<file path="src/include/trs_io_defs.svh">
`ifndef TRS_IO_DEFS_SVH
`define TRS_IO_DEFS_SVH

// reply to get_cookie so the esp can tell the fpga is alive
`define TRS_COOKIE 8'haf

// version byte is {major, minor}
`define TRS_VER_MAJOR 3'd0
`define TRS_VER_MINOR 5'd3

// z80 address bus
`define TRS_ADDR_W 16

// slot count and index width must agree
`define TRS_NUM_BP 8
`define TRS_BP_IDX_W 3

// flops per async input synchroniser
`define TRS_SYNC_STAGES 2

`endif
</file>
<file path="src/trs_io_pkg.sv">
`include "trs_io_defs.svh"

package trs_io_pkg;

  typedef logic [7:0] byte_t;
  typedef logic [`TRS_ADDR_W-1:0] addr_t;
  typedef logic [`TRS_BP_IDX_W-1:0] bp_idx_t;

  // esp command codes sent as the first byte of every message
  typedef enum logic [7:0] {
    get_cookie          = 8'd0,
    set_breakpoint      = 8'd6,   // idx, addr lo, addr hi
    clear_breakpoint    = 8'd7,   // idx
    enable_breakpoints  = 8'd11,
    disable_breakpoints = 8'd12,
    xray_resume         = 8'd13,
    get_version         = 8'd15,
    get_bp_status       = 8'd21
  } cmd_e;

  typedef enum logic [1:0] {
    st_idle,
    st_params
  } parse_state_e;

  // reply byte of get_bp_status
  typedef struct packed {
    logic       hit;
    logic [3:0] rsvd;  // always zero
    bp_idx_t    idx;
  } bp_status_t;

endpackage

</file>
<file path="src/trs_io_top.sv">
`timescale 1ns/1ps
`include "trs_io_defs.svh"

module trs_io_top
  import trs_io_pkg::*;
(
  input  logic  clk,
  input  logic  arst_n,
  input  logic  sck,
  input  logic  cs_n,
  input  logic  mosi,
  output logic  miso,
  input  addr_t z80_addr,
  input  logic  z80_rd_n,
  output logic  z80_wait
);

  logic                   rx_valid;
  byte_t                  rx_byte;
  logic                   frame_start;
  logic                   tx_load;
  byte_t                  tx_byte;
  logic                   bp_set;
  logic                   bp_clear;
  bp_idx_t                bp_sel_idx;
  addr_t                  bp_addr;
  logic                   bp_enable_stb;
  logic                   bp_enable;
  logic                   bp_resume;
  bp_status_t             bp_status;
  logic [`TRS_NUM_BP-1:0] match;  // one per slot

  // esp side spi
  spi_byte_link spi_byte_link_inst (
    .clk         (clk),
    .arst_n      (arst_n),
    .sck         (sck),
    .cs_n        (cs_n),
    .mosi        (mosi),
    .miso        (miso),
    .rx_valid    (rx_valid),
    .rx_byte     (rx_byte),
    .frame_start (frame_start),
    .tx_load     (tx_load),
    .tx_byte     (tx_byte)
  );

  cmd_parser cmd_parser_inst (
    .clk           (clk),
    .arst_n        (arst_n),
    .rx_valid      (rx_valid),
    .rx_byte       (rx_byte),
    .frame_start   (frame_start),
    .tx_load       (tx_load),
    .tx_byte       (tx_byte),
    .bp_set        (bp_set),
    .bp_clear      (bp_clear),
    .bp_sel_idx    (bp_sel_idx),
    .bp_addr       (bp_addr),
    .bp_enable_stb (bp_enable_stb),
    .bp_enable     (bp_enable),
    .bp_resume     (bp_resume),
    .bp_status     (bp_status)
  );

  for (genvar g = 0; g < `TRS_NUM_BP; g++) begin : gen_slot
    bp_slot #(.SLOT_ID(g)) bp_slot_inst (
      .clk        (clk),
      .arst_n     (arst_n),
      .bp_set     (bp_set),
      .bp_clear   (bp_clear),
      .bp_sel_idx (bp_sel_idx),
      .bp_addr    (bp_addr),
      .z80_addr   (z80_addr),
      .match      (match[g])
    );
  end

  // z80 side raises wait on an armed read
  bp_hit_detect bp_hit_detect_inst (
    .clk           (clk),
    .arst_n        (arst_n),
    .rd_n          (z80_rd_n),
    .match         (match),
    .bp_enable_stb (bp_enable_stb),
    .bp_enable     (bp_enable),
    .bp_resume     (bp_resume),
    .bp_status     (bp_status),
    .z80_wait      (z80_wait)
  );

endmodule

</file>
<file path="src/bp_hit_detect.sv">
`timescale 1ns/1ps
`include "trs_io_defs.svh"

module bp_hit_detect
  import trs_io_pkg::*;
(
  input  logic                   clk,
  input  logic                   arst_n,
  input  logic                   rd_n,
  input  logic [`TRS_NUM_BP-1:0] match,
  input  logic                   bp_enable_stb,
  input  logic                   bp_enable,
  input  logic                   bp_resume,
  output bp_status_t             bp_status,
  output logic                   z80_wait
);

  localparam int SYNC = `TRS_SYNC_STAGES;

  logic [SYNC:0] rd_sr;      // top bit holds the previous sample
  logic          rd_fall;
  logic          enabled;
  logic          hit_q;
  bp_idx_t       idx_q;
  bp_idx_t       low_idx;    // lowest matching slot

  assign rd_fall = (rd_sr[SYNC:SYNC-1] == 2'b10);

  // priority encode where the lower slot wins
  always_comb begin
    low_idx = '0;
    for (int i = `TRS_NUM_BP - 1; i >= 0; i--) begin
      if (match[i]) low_idx = bp_idx_t'(i);
    end
  end

  always_ff @(posedge clk or negedge arst_n) begin
    if (!arst_n) begin
      rd_sr    <= '1;  // bus idle
      enabled  <= 1'b0;
      hit_q    <= 1'b0;
      idx_q    <= '0;
      z80_wait <= 1'b0;
    end else begin
      rd_sr    <= {rd_sr[SYNC-1:0], rd_n};
      z80_wait <= hit_q;  // one flop behind the hit
      if (bp_enable_stb) enabled <= bp_enable;
      if (bp_resume) begin
        hit_q <= 1'b0;
        idx_q <= '0;
      end else if (rd_fall && enabled && !hit_q && (|match)) begin
        hit_q <= 1'b1;  // first hit held until resume
        idx_q <= low_idx;
      end
    end
  end

  assign bp_status = '{hit: hit_q, rsvd: 4'b0, idx: idx_q};

endmodule

</file>
<file path="src/bp_slot.sv">
`timescale 1ns/1ps

module bp_slot
  import trs_io_pkg::*;
#(
  parameter int SLOT_ID = 0
) (
  input  logic    clk,
  input  logic    arst_n,
  input  logic    bp_set,
  input  logic    bp_clear,
  input  bp_idx_t bp_sel_idx,
  input  addr_t   bp_addr,
  input  addr_t   z80_addr,
  output logic    match
);

  logic  sel;
  logic  armed;
  addr_t addr_q;

  assign sel = (bp_sel_idx == bp_idx_t'(SLOT_ID));

  always_ff @(posedge clk or negedge arst_n) begin
    if (!arst_n) begin
      armed <= 1'b0;
    end else if (sel && bp_set) begin
      armed <= 1'b1;
    end else if (sel && bp_clear) begin
      armed <= 1'b0;  // address kept and only the flag drops
    end
  end

  always_ff @(posedge clk) begin
    if (sel && bp_set) addr_q <= bp_addr;
  end

  assign match = armed && (z80_addr == addr_q);

endmodule

</file>
<file path="src/cmd_parser.sv">
`timescale 1ns/1ps
`include "trs_io_defs.svh"

module cmd_parser
  import trs_io_pkg::*;
(
  input  logic       clk,
  input  logic       arst_n,
  input  logic       rx_valid,
  input  byte_t      rx_byte,
  input  logic       frame_start,
  output logic       tx_load,
  output byte_t      tx_byte,
  output logic       bp_set,
  output logic       bp_clear,
  output bp_idx_t    bp_sel_idx,
  output addr_t      bp_addr,
  output logic       bp_enable_stb,
  output logic       bp_enable,
  output logic       bp_resume,
  input  bp_status_t bp_status
);

  parse_state_e state;
  cmd_e         cmd_q;       // command owning the parameter bytes
  cmd_e         rx_cmd;
  logic [1:0]   param_cnt;   // parameter byte position
  logic         last_param;

  assign rx_cmd = cmd_e'(rx_byte);

  // set takes 3 bytes, clear only 1
  assign last_param = (cmd_q == set_breakpoint) ? (param_cnt == 2'd2) : 1'b1;

  always_ff @(posedge clk or negedge arst_n) begin
    if (!arst_n) begin
      state         <= st_idle;
      cmd_q         <= get_cookie;
      param_cnt     <= '0;
      tx_load       <= 1'b0;
      bp_set        <= 1'b0;
      bp_clear      <= 1'b0;
      bp_enable_stb <= 1'b0;
      bp_enable     <= 1'b0;
      bp_resume     <= 1'b0;
    end else begin
      // one cycle strobes
      tx_load       <= 1'b0;
      bp_set        <= 1'b0;
      bp_clear      <= 1'b0;
      bp_enable_stb <= 1'b0;
      bp_resume     <= 1'b0;
      if (frame_start) begin
        state <= st_idle;  // new cs_n frame drops a half-parsed command
      end else if (rx_valid) begin
        case (state)
          st_idle: begin
            cmd_q     <= rx_cmd;
            param_cnt <= '0;
            case (rx_cmd)
              get_cookie, get_version, get_bp_status: tx_load <= 1'b1;
              enable_breakpoints: begin
                bp_enable_stb <= 1'b1;
                bp_enable     <= 1'b1;
              end
              disable_breakpoints: begin
                bp_enable_stb <= 1'b1;
                bp_enable     <= 1'b0;
              end
              xray_resume: bp_resume <= 1'b1;
              set_breakpoint, clear_breakpoint: state <= st_params;
              default: ;  // dummy 8'hff and unknown codes
            endcase
          end
          st_params: begin
            param_cnt <= param_cnt + 2'd1;
            if (last_param) begin
              state    <= st_idle;
              bp_set   <= (cmd_q == set_breakpoint);
              bp_clear <= (cmd_q == clear_breakpoint);
            end
          end
          default: state <= st_idle;
        endcase
      end
    end
  end

  // reply byte and breakpoint parameters
  always_ff @(posedge clk) begin
    if (rx_valid && (state == st_idle)) begin
      case (rx_cmd)
        get_cookie:    tx_byte <= `TRS_COOKIE;
        get_version:   tx_byte <= {`TRS_VER_MAJOR, `TRS_VER_MINOR};
        get_bp_status: tx_byte <= bp_status;  // snapshot at command time
        default: ;
      endcase
    end
    if (rx_valid && (state == st_params)) begin
      case (param_cnt)
        2'd0:    bp_sel_idx <= rx_byte[`TRS_BP_IDX_W-1:0];
        2'd1:    bp_addr[7:0] <= rx_byte;               // addr lo
        default: bp_addr[`TRS_ADDR_W-1:8] <= rx_byte;   // addr hi arrives with bp_set
      endcase
    end
  end

endmodule

</file>
<file path="src/spi_byte_link.sv">
`timescale 1ns/1ps
`include "trs_io_defs.svh"

module spi_byte_link
  import trs_io_pkg::*;
(
  input  logic  clk,
  input  logic  arst_n,
  input  logic  sck,
  input  logic  cs_n,
  input  logic  mosi,
  output logic  miso,
  output logic  rx_valid,
  output byte_t rx_byte,
  output logic  frame_start,
  input  logic  tx_load,
  input  byte_t tx_byte
);

  localparam int SYNC = `TRS_SYNC_STAGES;

  logic [SYNC:0]   sck_sr;   // top bit holds the previous value for edges
  logic [SYNC:0]   cs_sr;
  logic [SYNC-1:0] mosi_sr;  // same depth as sck so data lines up
  logic            sck_rise;
  logic            sck_fall;
  logic            cs_fall;
  logic            cs_active;
  logic [2:0]      bit_cnt;
  byte_t           rx_sr;
  byte_t           tx_sr;

  assign sck_rise  = (sck_sr[SYNC:SYNC-1] == 2'b01);
  assign sck_fall  = (sck_sr[SYNC:SYNC-1] == 2'b10);
  assign cs_fall   = (cs_sr[SYNC:SYNC-1] == 2'b10);
  assign cs_active = ~cs_sr[SYNC-1];

  always_ff @(posedge clk or negedge arst_n) begin
    if (!arst_n) begin
      sck_sr  <= '0;
      cs_sr   <= '1;  // deselected
      mosi_sr <= '0;
    end else begin
      sck_sr  <= {sck_sr[SYNC-1:0], sck};
      cs_sr   <= {cs_sr[SYNC-1:0], cs_n};
      mosi_sr <= {mosi_sr[SYNC-2:0], mosi};
    end
  end

  // mode 0 receive samples mosi on the sck rise msb first
  always_ff @(posedge clk or negedge arst_n) begin
    if (!arst_n) begin
      bit_cnt     <= '0;
      rx_sr       <= '0;
      rx_valid    <= 1'b0;
      frame_start <= 1'b0;
    end else begin
      rx_valid    <= cs_active && sck_rise && (bit_cnt == 3'd7);
      frame_start <= cs_fall;
      if (!cs_active) begin
        bit_cnt <= '0;  // realign on every frame
      end else if (sck_rise) begin
        bit_cnt <= bit_cnt + 3'd1;
        rx_sr   <= {rx_sr[6:0], mosi_sr[SYNC-1]};
      end
    end
  end

  assign rx_byte = rx_sr;  // complete while rx_valid is high

  // transmit side
  // msb sits on miso before the first rise, then 7 falls shift the rest out
  // the trailing fall of a byte (count wrapped to 0) is skipped, so a byte
  // loaded during the current byte survives until the next one
  always_ff @(posedge clk or negedge arst_n) begin
    if (!arst_n) begin
      tx_sr <= '0;
    end else if (tx_load) begin
      tx_sr <= tx_byte;
    end else if (cs_active && sck_fall && (bit_cnt != 3'd0)) begin
      tx_sr <= {tx_sr[6:0], 1'b0};
    end
  end

  assign miso = cs_active ? tx_sr[7] : 1'b0;  // no tristate here

endmodule

</file>
<file path="config.mk">
export PLATFORM = sky130hd
export DESIGN_NAME = trs_io_top
export DESIGN_NICKNAME = d
export VERILOG_FILES = /design/src/trs_io_pkg.sv /design/src/trs_io_top.sv /design/src/bp_hit_detect.sv /design/src/bp_slot.sv /design/src/cmd_parser.sv /design/src/spi_byte_link.sv
export VERILOG_INCLUDE_DIRS = /design/src /design/src/include
export SDC_FILE = /design/constraint.sdc
export NUM_CORES = 1
export LEC_CHECK = 0
export ABC_AREA = 1
export BUFFER_PORTS_ARGS = -buffer_cell sky130_fd_sc_hd__buf_2
export CAP_MARGIN = 20
export CELL_PAD_IN_SITES_DETAIL_PLACEMENT = 1
export CELL_PAD_IN_SITES_GLOBAL_PLACEMENT = 1
export CORE_ASPECT_RATIO = 1.5
export CORE_MARGIN = 2
export CORE_UTILIZATION = 53
export CTS_CLUSTER_DIAMETER = 120
export CTS_CLUSTER_SIZE = 16
export DETAILED_ROUTE_END_ITERATION = 10
export GPL_ROUTABILITY_DRIVEN = 0
export PLACE_DENSITY_LB_ADDON = 0.1
export REMOVE_ABC_BUFFERS = 1
export SLEW_MARGIN = 25
export SYNTH_ARGS = -nofsm -noshare
export SYNTH_HDL_FRONTEND = slang
export SYNTH_SLANG_ARGS = --single-unit
</file>
<file path="constraint.sdc">
create_clock -name clk -period 4.75 [get_ports clk]
set_input_delay 0.475 -clock clk [delete_from_list [all_inputs] [get_ports clk]]
set_output_delay 0.475 -clock clk [all_outputs]
set_load 0.05 [all_outputs]
</file>
== After elaboration in Yosys (flattened, before gate mapping) ==
Cells that the tools add are included.

* Register bits after elaboration: 219
* Input bits: 22
* Output and inout port bits: 2
* Logic and storage cells: 211

* $add $sub $neg: 2
* Eq/ne operators: 34
* Mux-type cells: 62
* Bitwise gates (word level): 3
* Reduce and logical (&&, ||, !) cells: 68

{| class="wikitable"
|+ Operator list
! kind !! count
|-
| $eq 16x16->1 || 8
|-
| $mux 1 || 40
|-
| $mux 3 || 12
|-
| $logic_and 1x1->1 || 33
|-
| $eq 8x3->1 const B || 4
|-
| $eq 8x4->1 const B || 4
|-
| $reduce_bool 2->1 || 14
|-
| $pmux 8 s3 || 1
|-
| $mux 8 || 2
|-
| $eq 3x3->1 const B || 5
|-
| $reduce_and 2->1 || 5
|-
| $reduce_and 3->1 || 3
|-
| $eq 2x2->1 const B || 4
|-
| $eq 8x5->1 const B || 1
|-
| $logic_not 8->1 || 1
|-
| $mux 2 || 4
|-
| $pmux 2 s2 || 2
|-
| $reduce_or 8->1 || 1
|-
| $eq 2x1->1 const B || 3
|-
| $eq 3x2->1 const B || 2
|-
| $reduce_bool 3->1 || 2
|-
| $reduce_or 2->1 || 3
|-
| $logic_not 2->1 || 2
|-
| $reduce_and 4->1 || 1
|-
| other kinds (10) || 12
|}

== Depth between registers and ports, before layout ==
Gate-level depths: netlist of run 1.

* Word-level depth: 12
* Depth in mapped cells: 17
* Mapped depth without buffers: 16

== Cells and area by module ==
A second synthesis of run 1 with hierarchy kept.

* Cells, all modules: 1115
* Area, all modules: 10273.6 sq um

{| class="wikitable"
|+ Modules (own cells, without submodules)
! module !! instances !! cells each !! area each (sq um) !! sequential area each (sq um)
|-
| bp_slot (gen_slot[3].bp_slot_inst ...) || 3 || 95 || 835.8 || 505.5
|-
| cmd_parser || 1 || 171 || 1855.5 || 1236.2
|-
| bp_slot (gen_slot[1].bp_slot_inst ...) || 2 || 96 || 839.6 || 505.5
|-
| spi_byte_link || 1 || 125 || 1236.2 || 729.4
|-
| bp_slot (gen_slot[0].bp_slot_inst) || 1 || 95 || 832.0 || 505.5
|-
| bp_slot (gen_slot[7].bp_slot_inst) || 1 || 94 || 832.0 || 505.5
|-
| bp_slot (gen_slot[4].bp_slot_inst) || 1 || 93 || 830.8 || 505.5
|-
| bp_hit_detect || 1 || 60 || 500.5 || 229.0
|}

== Worst setup path after synthesis of run 1 ==
No wires, ideal clock.

* Path type: flip-flop to flip-flop
* Start point: reg cmd_parser_inst.bp_sel_idx[2]
* End point: reg gen_slot[2].bp_slot_inst.addr_q[0], enable pin
* Setup time: 0.388 ns
* Data arrival time: 1.382 ns
* Data required time: 4.362 ns
* Setup slack: 2.980 ns
* Cell stages (with the launch flop): 4
* Buffers on the path: 0
* Clock period less this slack: 1.770 ns
* Cells stage by stage: edfxtp_1 > inv_1 > nand3_1 > nor2_1

* Longest elaborated chain between the ends: 2

{| class="wikitable"
|+ Ends and longest elaborated chain
! what !! line !! source
|-
| start, declared || cmd_parser.sv:16 || <nowiki>output bp_idx_t bp_sel_idx,</nowiki>
|-
| start signal, assigned || cmd_parser.sv:101 || <nowiki>2'd0: bp_sel_idx <= rx_byte[`TRS_BP_IDX_W-1:0];</nowiki>
|-
| $eq 3x2->1 || bp_slot.sv:22 || <nowiki>assign sel = (bp_sel_idx == bp_idx_t'(SLOT_ID));</nowiki>
|-
| $logic_and 1x1->1 || bp_slot.sv:35 || <nowiki>if (sel && bp_set) addr_q <= bp_addr;</nowiki>
|-
| end signal, assigned || bp_slot.sv:35 ||
|-
| end, declared || bp_slot.sv:20 || <nowiki>addr_t addr_q;</nowiki>
|}

No other way between the ends.
A chain may end at the register's enable or synchronous reset.

== Worst setup path in the final report of run 1 ==
* Start point: reg spi_byte_link_inst.rx_sr[5] (netlist: spi_byte_link_inst.rx_byte[5])
* End point: reg cmd_parser_inst.tx_byte[7], enable pin

* Longest elaborated chain between the ends: 3
* Elaborated cells between the ends (all ways): 5
* Those cells by class: eq/ne: 2; reduce/logical: 3

{| class="wikitable"
|+ Ends and longest elaborated chain
! what !! line !! source
|-
| start, declared || spi_byte_link.sv:30 || <nowiki>byte_t rx_sr;</nowiki>
|-
| start signal, assigned || spi_byte_link.sv:64 || <nowiki>rx_sr <= {rx_sr[6:0], mosi_sr[SYNC-1]};</nowiki>
|-
| $eq 8x4->1 (tied with other cells) || cmd_parser.sv:92 || <nowiki>case (rx_cmd)</nowiki>
|-
| $reduce_bool 3->1 (no source line) (*) || n/a ||
|-
| $reduce_and 2->1 (no source line) (*) || n/a ||
|-
| end signal, assigned || cmd_parser.sv:93 || <nowiki>get_cookie: tx_byte <= `TRS_COOKIE;</nowiki>
|-
| end signal, assigned || cmd_parser.sv:94 || <nowiki>get_version: tx_byte <= {`TRS_VER_MAJOR, `TRS_VER_MINOR};</nowiki>
|-
| end signal, assigned || cmd_parser.sv:95 || <nowiki>get_bp_status: tx_byte <= bp_status;</nowiki>
|-
| end, declared || cmd_parser.sv:13 || <nowiki>output byte_t tx_byte,</nowiki>
|}

Mark *: on every way between the ends. The rest lies on a longest branch, timed or not.

==> run metrics, run 1 <==
outcome finished, violations left; failing checks DRC; Worst Path Arrival 2360 ps; crit path from spi_byte_link_inst.rx_byte[5]$_DFFE_PN0P_; Final ANT Viol Nets 0; post-cts gate resize count 0; vias in the first global route 7,266; H-tree levels 1; Max stage delay on crit path 460 ps; share of cells above drive strength 1 9.13%; first-pass GRT wire length 40,600 um; Post-route DRC 1; Rows 59; sequential area share after synthesis 65.0%; Final WS setup 2550 ps; Setup Fix Bufs, Post-CTS 0; synthesized flop and latch total 215; Area Growth Syn to Fin 8.26%; grt ovf 0; CTS tree done; Seq. cell area 6150 um^2; Worst Tran Pin Value 951 ps; CP Capture Point cmd_parser_inst.tx_byte[7]$_DFFE_PP_; drt first-iter violations 464; Root Driver clkbuf_16; setup TNS 0 ps; Worst R2R Setup Slack 2550 ps; nets 1,016; kind of critical path reg -> reg; multi-input logic area 2670 um^2; Worst Hold Class in -> reg; largest net degree at the start of global routing 64; clock tree sinks 215; Die W 113 um; total track usage 28.5%; Yosys cell types 37; Fmax 454 MHz; CP delay by family, top simple AND/OR/NAND/NOR gates; FF-to-FF End cmd_parser_inst.tx_byte[7]$_DFFE_PP_; Mapped Cells 957; VDD IR max 313 uV; RSZ-0062 raised after global routing no; WP buf/inv 2; Hold Vio Cnt, Final 0; Final Instance Area 10,200 um^2; crit path max fanout 6; Worst EP required 4910 ps; # diodes 0; vias per inst 5.58; CP dominant cell by count nand2_1; Slowest cell on crit path dfrtp_1; leak pwr 0.00444 uW; power density over the cells 348 nW/um^2; DP HPWL 19,400 um; Synth Warn # 0; Die Ht 168 um; max_slew headroom 36.5%; io pins 24; Crit Reg-Reg Startpoint spi_byte_link_inst.rx_byte[5]$_DFFE_PN0P_; mapped cell area 9450 um^2; via count of the routed design 6,751; hold depth 1; Max Clock Skew 16.7 ps; fin crit share 46.4%; Starting Density 54.3%; initial antenna violation count 0; Die Area 18,900 um^2; WL per Instance 21.7 um; I/O Buffers 23; Final setup viols 0; CP startpoint kind flip-flop; clock-pin slew on the worst setup and hold paths 70 ps; First-pass DRT Iterations 7; filler instances 1,940; min Tclk post-route 2200 ps; CP endpoint kind flip-flop; Crit path depth 9; final core utilization 58.7%; Mean Syn Cell Area 9.88 um^2; maximum clock path buffer count 3; Placement Setup Slack 2370 ps; crit-path cells nor4_2 > nand2_1 > nor3_2 > nand2_1 > nand2_1 > inv_2 > nand2_1 > nand3_1 > inv_1; CTS buffer count 17; Hold Buf Count CTS 0; R2R depth 9; Max-Cap Viols 0; final WL 26,200 um; Core Box Area 17,400 um^2; placed cell area 9760 um^2; clock latency on the worst-skew pair 480 ps; max-slew violation count 0
-- cell usage after synthesis (all sizes together) --
cell type    n  area [um^2]
nand4        2         12.5
nor2        92          350
ha           6         75.1
dfstp        6          158
edfxtp     152         4560
inv        135          507
a31oi        1         6.26
nor3        11         60.1
xor2        17          149
nand3       31          160
dfrtp       57         1430
o22ai        1         6.26
a2111o       1         11.3
clkbuf       5         20.0
a21oi        6         30.0
xnor2        3         26.3
o21ai       73          365
nor4         7         50.1
o221ai       2         17.5
or2         15         93.9
a22oi        2         15.0
nand2      311         1170
o211ai       8         65.1
buf         13          113
-- power by group --
| part | switching [uW] | internal, uW |
|---|---|---|
| clock network | 632 | 674 |
| logic | 131 | 54.6 |
| registers | 48.4 | 2030 |
-- worst register-to-register path: stages (launching register included) --
cell and delay [ps]:
dfrtp_1 460, nor4_2 440, nand2_1 170, nor3_2 220, nand2_1 90, nand2_1 120, inv_2 50, nand2_1 80
nand3_1 90, inv_1 180
-- through the flow --
stage	hold slack, ps	total power, uW	instances
2_1_floorplan	179	2200	939
3_3_place_gp	333	2290	1182
3_5_place_dp	337	2300	1182
6_report	102	3570	1210
4_1_cts	88.8	3590	1210
5_1_grt	84.2	3680	1210
-- metal layers --
metal	wire, um	part of all wire, %	track usage, %
met3	844	3.2	2.86
met1	9820	37	32.4
met4	1140	4.4	11.5
met2	14400	55	54.2
met5	0	0	0
-- worst min-delay path by stage --
stage,start,endpoint,slack (ps)
global placement,spi_byte_link_inst.sck_sr[0]$_DFF_PN0_,spi_byte_link_inst.sck_sr[1]$_DFF_PN0_,330
finish,z80_rd_n,bp_hit_detect_inst.rd_sr[0]$_DFF_PN1_,100
global route,cs_n,spi_byte_link_inst.cs_sr[0]$_DFF_PN1_,80
floorplan,arst_n,bp_hit_detect_inst.enabled$_DFFE_PN0P_,180
detailed placement,spi_byte_link_inst.sck_sr[0]$_DFF_PN0_,spi_byte_link_inst.sck_sr[1]$_DFF_PN0_,340
CTS,cs_n,spi_byte_link_inst.cs_sr[0]$_DFF_PN1_,90
-- cells in the final DEF, fill, tap and decap left out, types with 3 or more instances in the layout --
cell type / count
nand2_1: 309
xor2_1: 17
or2_2: 13
dfstp_2: 6
o21ai_0: 62
clkbuf_16: 17
inv_2: 15
xnor2_1: 3
buf_2: 23
o21ai_1: 11
edfxtp_1: 152
o211ai_1: 7
nor2_1: 90
a21oi_1: 6
nor4_1: 6
nor3_1: 9
nand3_1: 30
dfrtp_1: 57
clkbuf_1: 10
inv_1: 120
ha_1: 6
buf_4: 7
-- kinds of logic after synthesis --
family	count (synthesis)	synth area share [%]
xor gates and xnor gates	20	1.85
buffers and inverters	153	6.76
and+or+nand+nor	469	20.1
adders and majority gates	6	0.794
AOI/OAI and AO/OA	94	5.47
DFF	215	65.0
-- state kept, by name, summed over array words and instances (netlist names), 2 cells and up --
register and count:
gen_slot.bp_slot_inst.addr_q 128, cmd_parser_inst.bp_addr 16, cmd_parser_inst.cmd_q 8, gen_slot.bp_slot_inst.armed 8, spi_byte_link_inst.rx_byte 8, spi_byte_link_inst.tx_sr 8, cmd_parser_inst.tx_byte 5, bp_hit_detect_inst.idx_q 3
bp_hit_detect_inst.rd_sr 3, cmd_parser_inst.bp_sel_idx 3, spi_byte_link_inst.bit_cnt 3, spi_byte_link_inst.cs_sr 3, spi_byte_link_inst.sck_sr 3, cmd_parser_inst.param_cnt 2, spi_byte_link_inst.mosi_sr 2
-- layout make-up --
cell class	count	share of cell area, %
Inverter	135	4.95
Timing Repair Buffer	30	1.64
Clock buffer	27	4.52
Sequential cell	215	60.1
Clock inverter	1	0.110
Tap cell	213	2.60
Multi-Input combinational cell	589	26.1
(Power assumes the default switching activity.)
==> run 2, diff against run 1 <==
--- a/config.mk
+++ b/config.mk
@@ -6,14 +6,14 @@
 export SDC_FILE = /design/constraint.sdc
 export NUM_CORES = 1
 export LEC_CHECK = 0
-export ABC_AREA = 1
+export ABC_AREA = 0
 export BUFFER_PORTS_ARGS = -buffer_cell sky130_fd_sc_hd__buf_2
 export CAP_MARGIN = 20
 export CELL_PAD_IN_SITES_DETAIL_PLACEMENT = 1
 export CELL_PAD_IN_SITES_GLOBAL_PLACEMENT = 1
 export CORE_ASPECT_RATIO = 1.5
 export CORE_MARGIN = 2
-export CORE_UTILIZATION = 53
+export CORE_UTILIZATION = 47
 export CTS_CLUSTER_DIAMETER = 120
 export CTS_CLUSTER_SIZE = 16
 export DETAILED_ROUTE_END_ITERATION = 10
==> constraint.sdc (replaced) <==
create_clock -name clk -period 1.8 [get_ports clk]
set_input_delay 0.18 -clock clk [delete_from_list [all_inputs] [get_ports clk]]
set_output_delay 0.18 -clock clk [all_outputs]
set_load 0.05 [all_outputs]
==> run 2 against run 1 <==
Against the previous run: the run ends with setup timing left; critical path depth shrank 1; clock skew grew 12 ps; largest power group unchanged; register-to-register slack lost 2900 ps; non-clock buffer count grew 93; largest cell class unchanged.
==> run metrics, run 2 <==
CTS buffer count 17; Rows 62; Die W 118 um; biggest registers after layout gen_slot.bp_slot_inst.addr_q: 128 flops, cmd_parser_inst.bp_addr: 16 flops; Die Ht 175 um; Sw Share 23.7%; H-tree levels 1; max_slew headroom 46.6%; WP buf/inv 1; Worst Tran Pin Value 790 ps; ys flop type edfxtp_1; io pins 24; Synth area leader edfxtp_1; CP delay by family, top compound AO/OA/AOI/OAI gates; combinational share of power 10.6%; Int Power 7650 uW; failing checks setup timing; Starting Density 48.0%; CP endpoint kind flip-flop; Commonest cells post-synth 152 x edfxtp_1, 113 x xor2_1, 57 x dfrtp_1, 41 x nor4_1, 28 x nor2_1; clock-pin slew on the worst setup and hold paths 80 ps; power density over the cells 908 nW/um^2; fin crit share 119%; Yosys cell types 47; initial antenna violation count 0; Worst Hold Class in -> async; share of cells above drive strength 1 24.7%; R2R depth 8; max reg flops 128; nets 794; Fmax 465 MHz; clock tree sinks 215; DP HPWL 19,900 um; Final Instance Area 11,100 um^2; power share of the sequential group 54.7%; Max Clock Skew 29.1 ps; synthesized flop and latch total 215; Post-synth EDFFs 152; Area Growth Syn to Fin 20.2%; outcome finished, violations left; Post-route DRC 0; Synth Warn # 0; filler instances 1,895; Worst EP required 2230 ps; leak pwr 0.00417 uW; Core Box Area 19,200 um^2; Die Area 20,700 um^2; clock latency on the worst-skew pair 500 ps; vias in the first global route 6,596; Max stage delay on crit path 420 ps; CTS tree done; commonest non-fill, non-tap cell in the layout edfxtp_1; I/O Buffers 23; Mean Syn Cell Area 14.2 um^2; maximum clock path buffer count 3; Slowest cell on crit path edfxtp_1; First-pass DRT Iterations 5; final cell count without fillers 1,033; via count of the routed design 5,776; CP startpoint kind flip-flop; Max-Cap Viols 0; Final WS setup -349 ps; mapped cell area 9200 um^2; min Tclk post-route 2150 ps; Final ANT Viol Nets 0; total track usage 26.1%; vias per inst 5.59; # diodes 0; Synth area leaders edfxtp_1 50%, dfrtp_1 16%, xor2_1 11%, nor4_1 2.8%, mux2_2 2.0%; VDD IR max 654 uV; top-count cell post-synth edfxtp_1; Mapped Cells 647; max-slew violation count 0; Post-synth ARST share 29.3%; Root Driver clkbuf_16; Worst Path Arrival 2580 ps; crit path max fanout 3; sequential area share after synthesis 66.8%; drt first-iter violations 424; RSZ-0062 raised after global routing yes; Setup Fix Bufs, Post-CTS 0; switching power 2380 uW; largest net degree at the start of global routing 30; first-pass GRT wire length 39,500 um; Hold Vio Cnt, Final 0; dpl cells 998; commonest cells after routing, fill and taps aside 152 x edfxtp_1, 109 x xor2_1, 86 x buf_4; crit-path cells xor2_2 > buf_4 > nor4_1 > and3_1 > nand4_1 > o21a_1 > a311o_1 > o211ai_2; clock share of power 34.7%; grt ovf 0; final WL 26,500 um; placed cell area 10,300 um^2; WL per Instance 25.6 um; Crit path depth 8; kind of critical path reg -> reg; Final setup viols 4; Biggest register gen_slot.bp_slot_inst.addr_q; post-synth top area share 49.6%
## run 2: changes by cell type in the layout (fill, tap and decap cells not counted), sizes merged, moves of 20 or more
| cell | previous run | this run |
|---|---|---|
| inv | 136 | 13 |
| xor2 | 17 | 113 |
| nor4 | 7 | 42 |
| nand2 | 311 | 21 |
| buf | 30 | 118 |
| nor2 | 92 | 28 |
| o21ai | 73 | 25 |
| nand3 | 31 | 11 |
## run 2: logic make-up (layout without fill, tap and decap cells)
group                      Yosys count  count (layout)  synth area share [%]
adders and majority gates            6               6                 0.816
buffers and inverters               34             164                  1.77
and+or+nand+nor                    188             188                  12.0
DFF                                215             215                  66.8
muxes                               24              24                  2.83
xor gates and xnor gates           129             129                  12.3
AOI/OAI and AO/OA                   51              51                  3.43
## run 2: power by group through the flow
stage	Sequential, uW	Combinational, uW	Clock [uW]
6_report	5490	1060	3480
5_1_grt	5510	1130	3740
4_1_cts	5500	1060	3570
3_5_place_dp	5600	1000	0
3_3_place_gp	5590	977	0
2_1_floorplan	5620	359	0
## run 2: metrics by stage
| step | hold slack (ps) | power [uW] | worst slack (ps) | TNS, ps | util [%] |
|---|---|---|---|---|---|
| final | 265 | 10000 | -349 | -1230 | 57.7 |
| after global routing | 309 | 10400 | -433 | -1630 | 57.7 |
| after CTS | 269 | 10100 | -355 | -1270 | 57.3 |
| after detailed placement | 258 | 6600 | -472 | -2350 | 54.0 |
| after global placement | 239 | 6560 | -494 | -2240 | 54.0 |
| after floorplan | -116 | 5980 | -410 | -11630 | - |
## run 2: per-layer routing
metal | up-vias | GRT usage (%) | part of all wire [%]
met4 | 0 | 19.2 | 8.2
met2 | 168 | 48.4 | 54
met1 | 2917 | 26.6 | 34
met3 | 87 | 3.05 | 3.6
met5 | - | 0 | 0
li1 | 2604 | - | -
## run 2: what timing repair did
action / in CTS / in global routing
hold buffers: 5 / 0
hold endpoints to repair: 25 / 0
resized for setup: 15 / 14
setup endpoints to repair: 10 / 4
pin swaps: 10 / 4
## run 2: path summary, 6_finish.rpt
check | start | to | slack [ps]
setup reg to reg | gen_slot[5].bp_slot_inst.addr_q[1]$_DFFE_PP_ | bp_hit_detect_inst.idx_q[0]$_DFFE_PN0P_ | -350
max in group asynchronous | arst_n | bp_hit_detect_inst.hit_q$_DFFE_PN0P_ | 880
hold reg to reg | spi_byte_link_inst.mosi_sr[0]$_DFF_PN0_ | spi_byte_link_inst.mosi_sr[1]$_DFF_PN0_ | 350
min in group clk | mosi | spi_byte_link_inst.mosi_sr[0]$_DFF_PN0_ | 340
setup / recovery | gen_slot[5].bp_slot_inst.addr_q[1]$_DFFE_PP_ | bp_hit_detect_inst.idx_q[0]$_DFFE_PN0P_ | -350
hold / removal | arst_n | cmd_parser_inst.bp_resume$_DFF_PN0_ | 260
## run 2: layout make-up
| type | count | area [um^2] | share of cell area (%) |
|---|---|---|---|
| Clock buffer | 28 | 467 | 4.22 |
| Tap cell | 256 | 320 | 2.90 |
| Sequential cell | 215 | 6150 | 55.6 |
| Clock inverter | 2 | 20.0 | 0.181 |
| Inverter | 11 | 41.3 | 0.373 |
| Timing Repair Buffer | 123 | 991 | 8.96 |
| Multi-Input combinational cell | 398 | 3070 | 27.8 |
==> run 3, diff against run 2 <==
--- a/config.mk
+++ b/config.mk
@@ -19,7 +19,6 @@
 export DETAILED_ROUTE_END_ITERATION = 10
 export GPL_ROUTABILITY_DRIVEN = 0
 export PLACE_DENSITY_LB_ADDON = 0.1
-export REMOVE_ABC_BUFFERS = 1
 export SLEW_MARGIN = 25
 export SYNTH_ARGS = -nofsm -noshare
 export SYNTH_HDL_FRONTEND = slang
==> run 3 against run 2 <==
Against the previous run: the run still ends with setup timing left; critical endpoint unchanged; largest cell class unchanged; final cell count hardly changed; largest power group unchanged; wire length is 0.76% lower; critical path depth is 1 lower.
==> run metrics, run 3 (synthesis gave the netlist of run 2 again) <==
placed cell area 10,300 um^2; maximum clock path buffer count 3; CP endpoint kind flip-flop; Final ANT Viol Nets 0; vias in the first global route 6,440; H-tree levels 1; leak pwr 0.00421 uW; Max Clock Skew 28.6 ps; clock latency on the worst-skew pair 500 ps; Fmax 474 MHz; Seq. cell area 6150 um^2; Worst Tran Pin Value 615 ps; DP HPWL 19,700 um; commonest cells after routing, fill and taps aside 152 x edfxtp_1, 108 x xor2_1, 87 x buf_4; Rows 62; CTS buffer count 17; initial antenna violation count 0; Die Area 20,700 um^2; WL per Instance 25.4 um; first-pass GRT wire length 39,400 um; power density over the cells 898 nW/um^2; Root Driver clkbuf_16; crit-path cells xor2_1 > nor4_1 > and3_1 > nand4_1 > o21a_1 > a311o_1 > o211ai_2; filler instances 1,913; total track usage 26.1%; CTS tree done; share of cells above drive strength 1 26.0%; Area Growth Syn to Fin 21.2%; dpl cells 994; Slowest cell on crit path edfxtp_1; Crit Reg-Reg Startpoint gen_slot[5].bp_slot_inst.addr_q[11]$_DFFE_PP_; Power, Total 10,000 uW; Max stage delay on crit path 410 ps; Die Ht 175 um; Max-Cap Viols 0; max-slew violation count 0; Final WS setup -310 ps; largest net degree at the start of global routing 35; R2R depth 7; clock-pin slew on the worst setup and hold paths 70 ps; commonest non-fill, non-tap cell in the layout edfxtp_1; Final setup viols 4; biggest registers after layout gen_slot.bp_slot_inst.addr_q: 128 flops, cmd_parser_inst.bp_addr: 16 flops; Post-route DRC 0; max reg flops 128; Starting Density 48.0%; I/O Buffers 23; nets 795; max_slew headroom 58.9%; Worst Hold Class in -> async; Worst EP required 2210 ps; grt ovf 0; final cell count without fillers 1,034; Worst Path Arrival 2520 ps; crit path max fanout 3; Hold Vio Cnt, Final 0; clock tree sinks 215; outcome finished, violations left; via count of the routed design 5,813; min Tclk post-route 2110 ps; drt first-iter violations 350; First-pass DRT Iterations 5; # diodes 0; syn nets 675; Biggest register gen_slot.bp_slot_inst.addr_q; Die W 118 um; Final Instance Area 11,100 um^2; final WL 26,300 um; fin crit share 117%; FF-to-FF End bp_hit_detect_inst.idx_q[0]$_DFFE_PN0P_; VDD IR max 686 uV; RSZ-0062 raised after global routing yes; Core Box Area 19,200 um^2; CP startpoint kind flip-flop; io pins 24; multi-input logic area 3150 um^2; kind of critical path reg -> reg; Worst R2R Setup Slack -310 ps; vias per inst 5.62; failing checks setup timing
-- run 3: area by class of cell --
| cell class | instances | area share [%] |
|---|---|---|
| Sequential cell | 215 | 55.2 |
| Clock buffer | 28 | 4.19 |
| Tap cell | 256 | 2.87 |
| Inverter | 11 | 0.370 |
| Multi-Input combinational cell | 398 | 28.3 |
| Clock inverter | 2 | 0.180 |
| Timing Repair Buffer | 124 | 8.96 |
-- run 3: critical path, delay by kind of cell (launching register included) --
family / cells / cell delay (ps)
and+or+nand+nor: 3 / 690
AOI/OAI and AO/OA: 3 / 720
xor gates and xnor gates: 1 / 220
DFF: 1 / 410
-- run 3: per-layer routing --
| layer | up-vias | part of all wire [%] | wire length (um) | GRT usage [%] |
|---|---|---|---|---|
| li1 | 2609 | - | - | - |
| met4 | 0 | 7.0 | 1850 | 15.5 |
| met5 | - | 0 | 0 | 0 |
| met2 | 163 | 55 | 14500 | 49.3 |
| met1 | 2955 | 34 | 8970 | 27.9 |
| met3 | 86 | 3.6 | 935 | 2.47 |
-- run 3: worst max-delay path by stage --
stage | start | to | slack [ps] | cells past startpoint
final | gen_slot[5].bp_slot_inst.addr_q[11]$_DFFE_PP_ | bp_hit_detect_inst.idx_q[0]$_DFFE_PN0P_ | -310 | 7
after global routing | gen_slot[6].bp_slot_inst.addr_q[10]$_DFFE_PP_ | bp_hit_detect_inst.hit_q$_DFFE_PN0P_ | -400 | 7
after CTS | gen_slot[1].bp_slot_inst.addr_q[11]$_DFFE_PP_ | bp_hit_detect_inst.idx_q[0]$_DFFE_PN0P_ | -300 | 8
after detailed placement | gen_slot[3].bp_slot_inst.addr_q[5]$_DFFE_PP_ | bp_hit_detect_inst.idx_q[1]$_DFFE_PN0P_ | -630 | 7
after global placement | gen_slot[3].bp_slot_inst.addr_q[5]$_DFFE_PP_ | bp_hit_detect_inst.idx_q[1]$_DFFE_PN0P_ | -520 | 7
after floorplan | gen_slot[6].bp_slot_inst.addr_q[7]$_DFFE_PP_ | bp_hit_detect_inst.idx_q[0]$_DFFE_PN0P_ | -20 | 6
-- run 3: where the power goes --
group          total (uW)  internal (uW)  switching [uW]
registers            5500           5400            99.8
clock network        3470           1800            1670
logic                1050            436             612
-- run 3: timing repair --
item	4_1_cts	5_1_grt
hold buffers	5	0
gates resized for setup	17	22
gates cloned	0	0
endpoints found under the hold margin	21	0
pin swaps	3	14
setup buffers	3	3
setup endpoints to repair	4	11
-- run 3: metrics by stage --
stage	hold slack (ps)	setup WS, ps	TNS, ps	util [%]
3_3_place_gp	186	-515	-1850	53.9
2_1_floorplan	-116	-19.3	-336	-
3_5_place_dp	189	-633	-2210	53.9
6_report	223	-310	-1000	58.2
4_1_cts	212	-300	-957	57.4
5_1_grt	254	-401	-1280	58.2
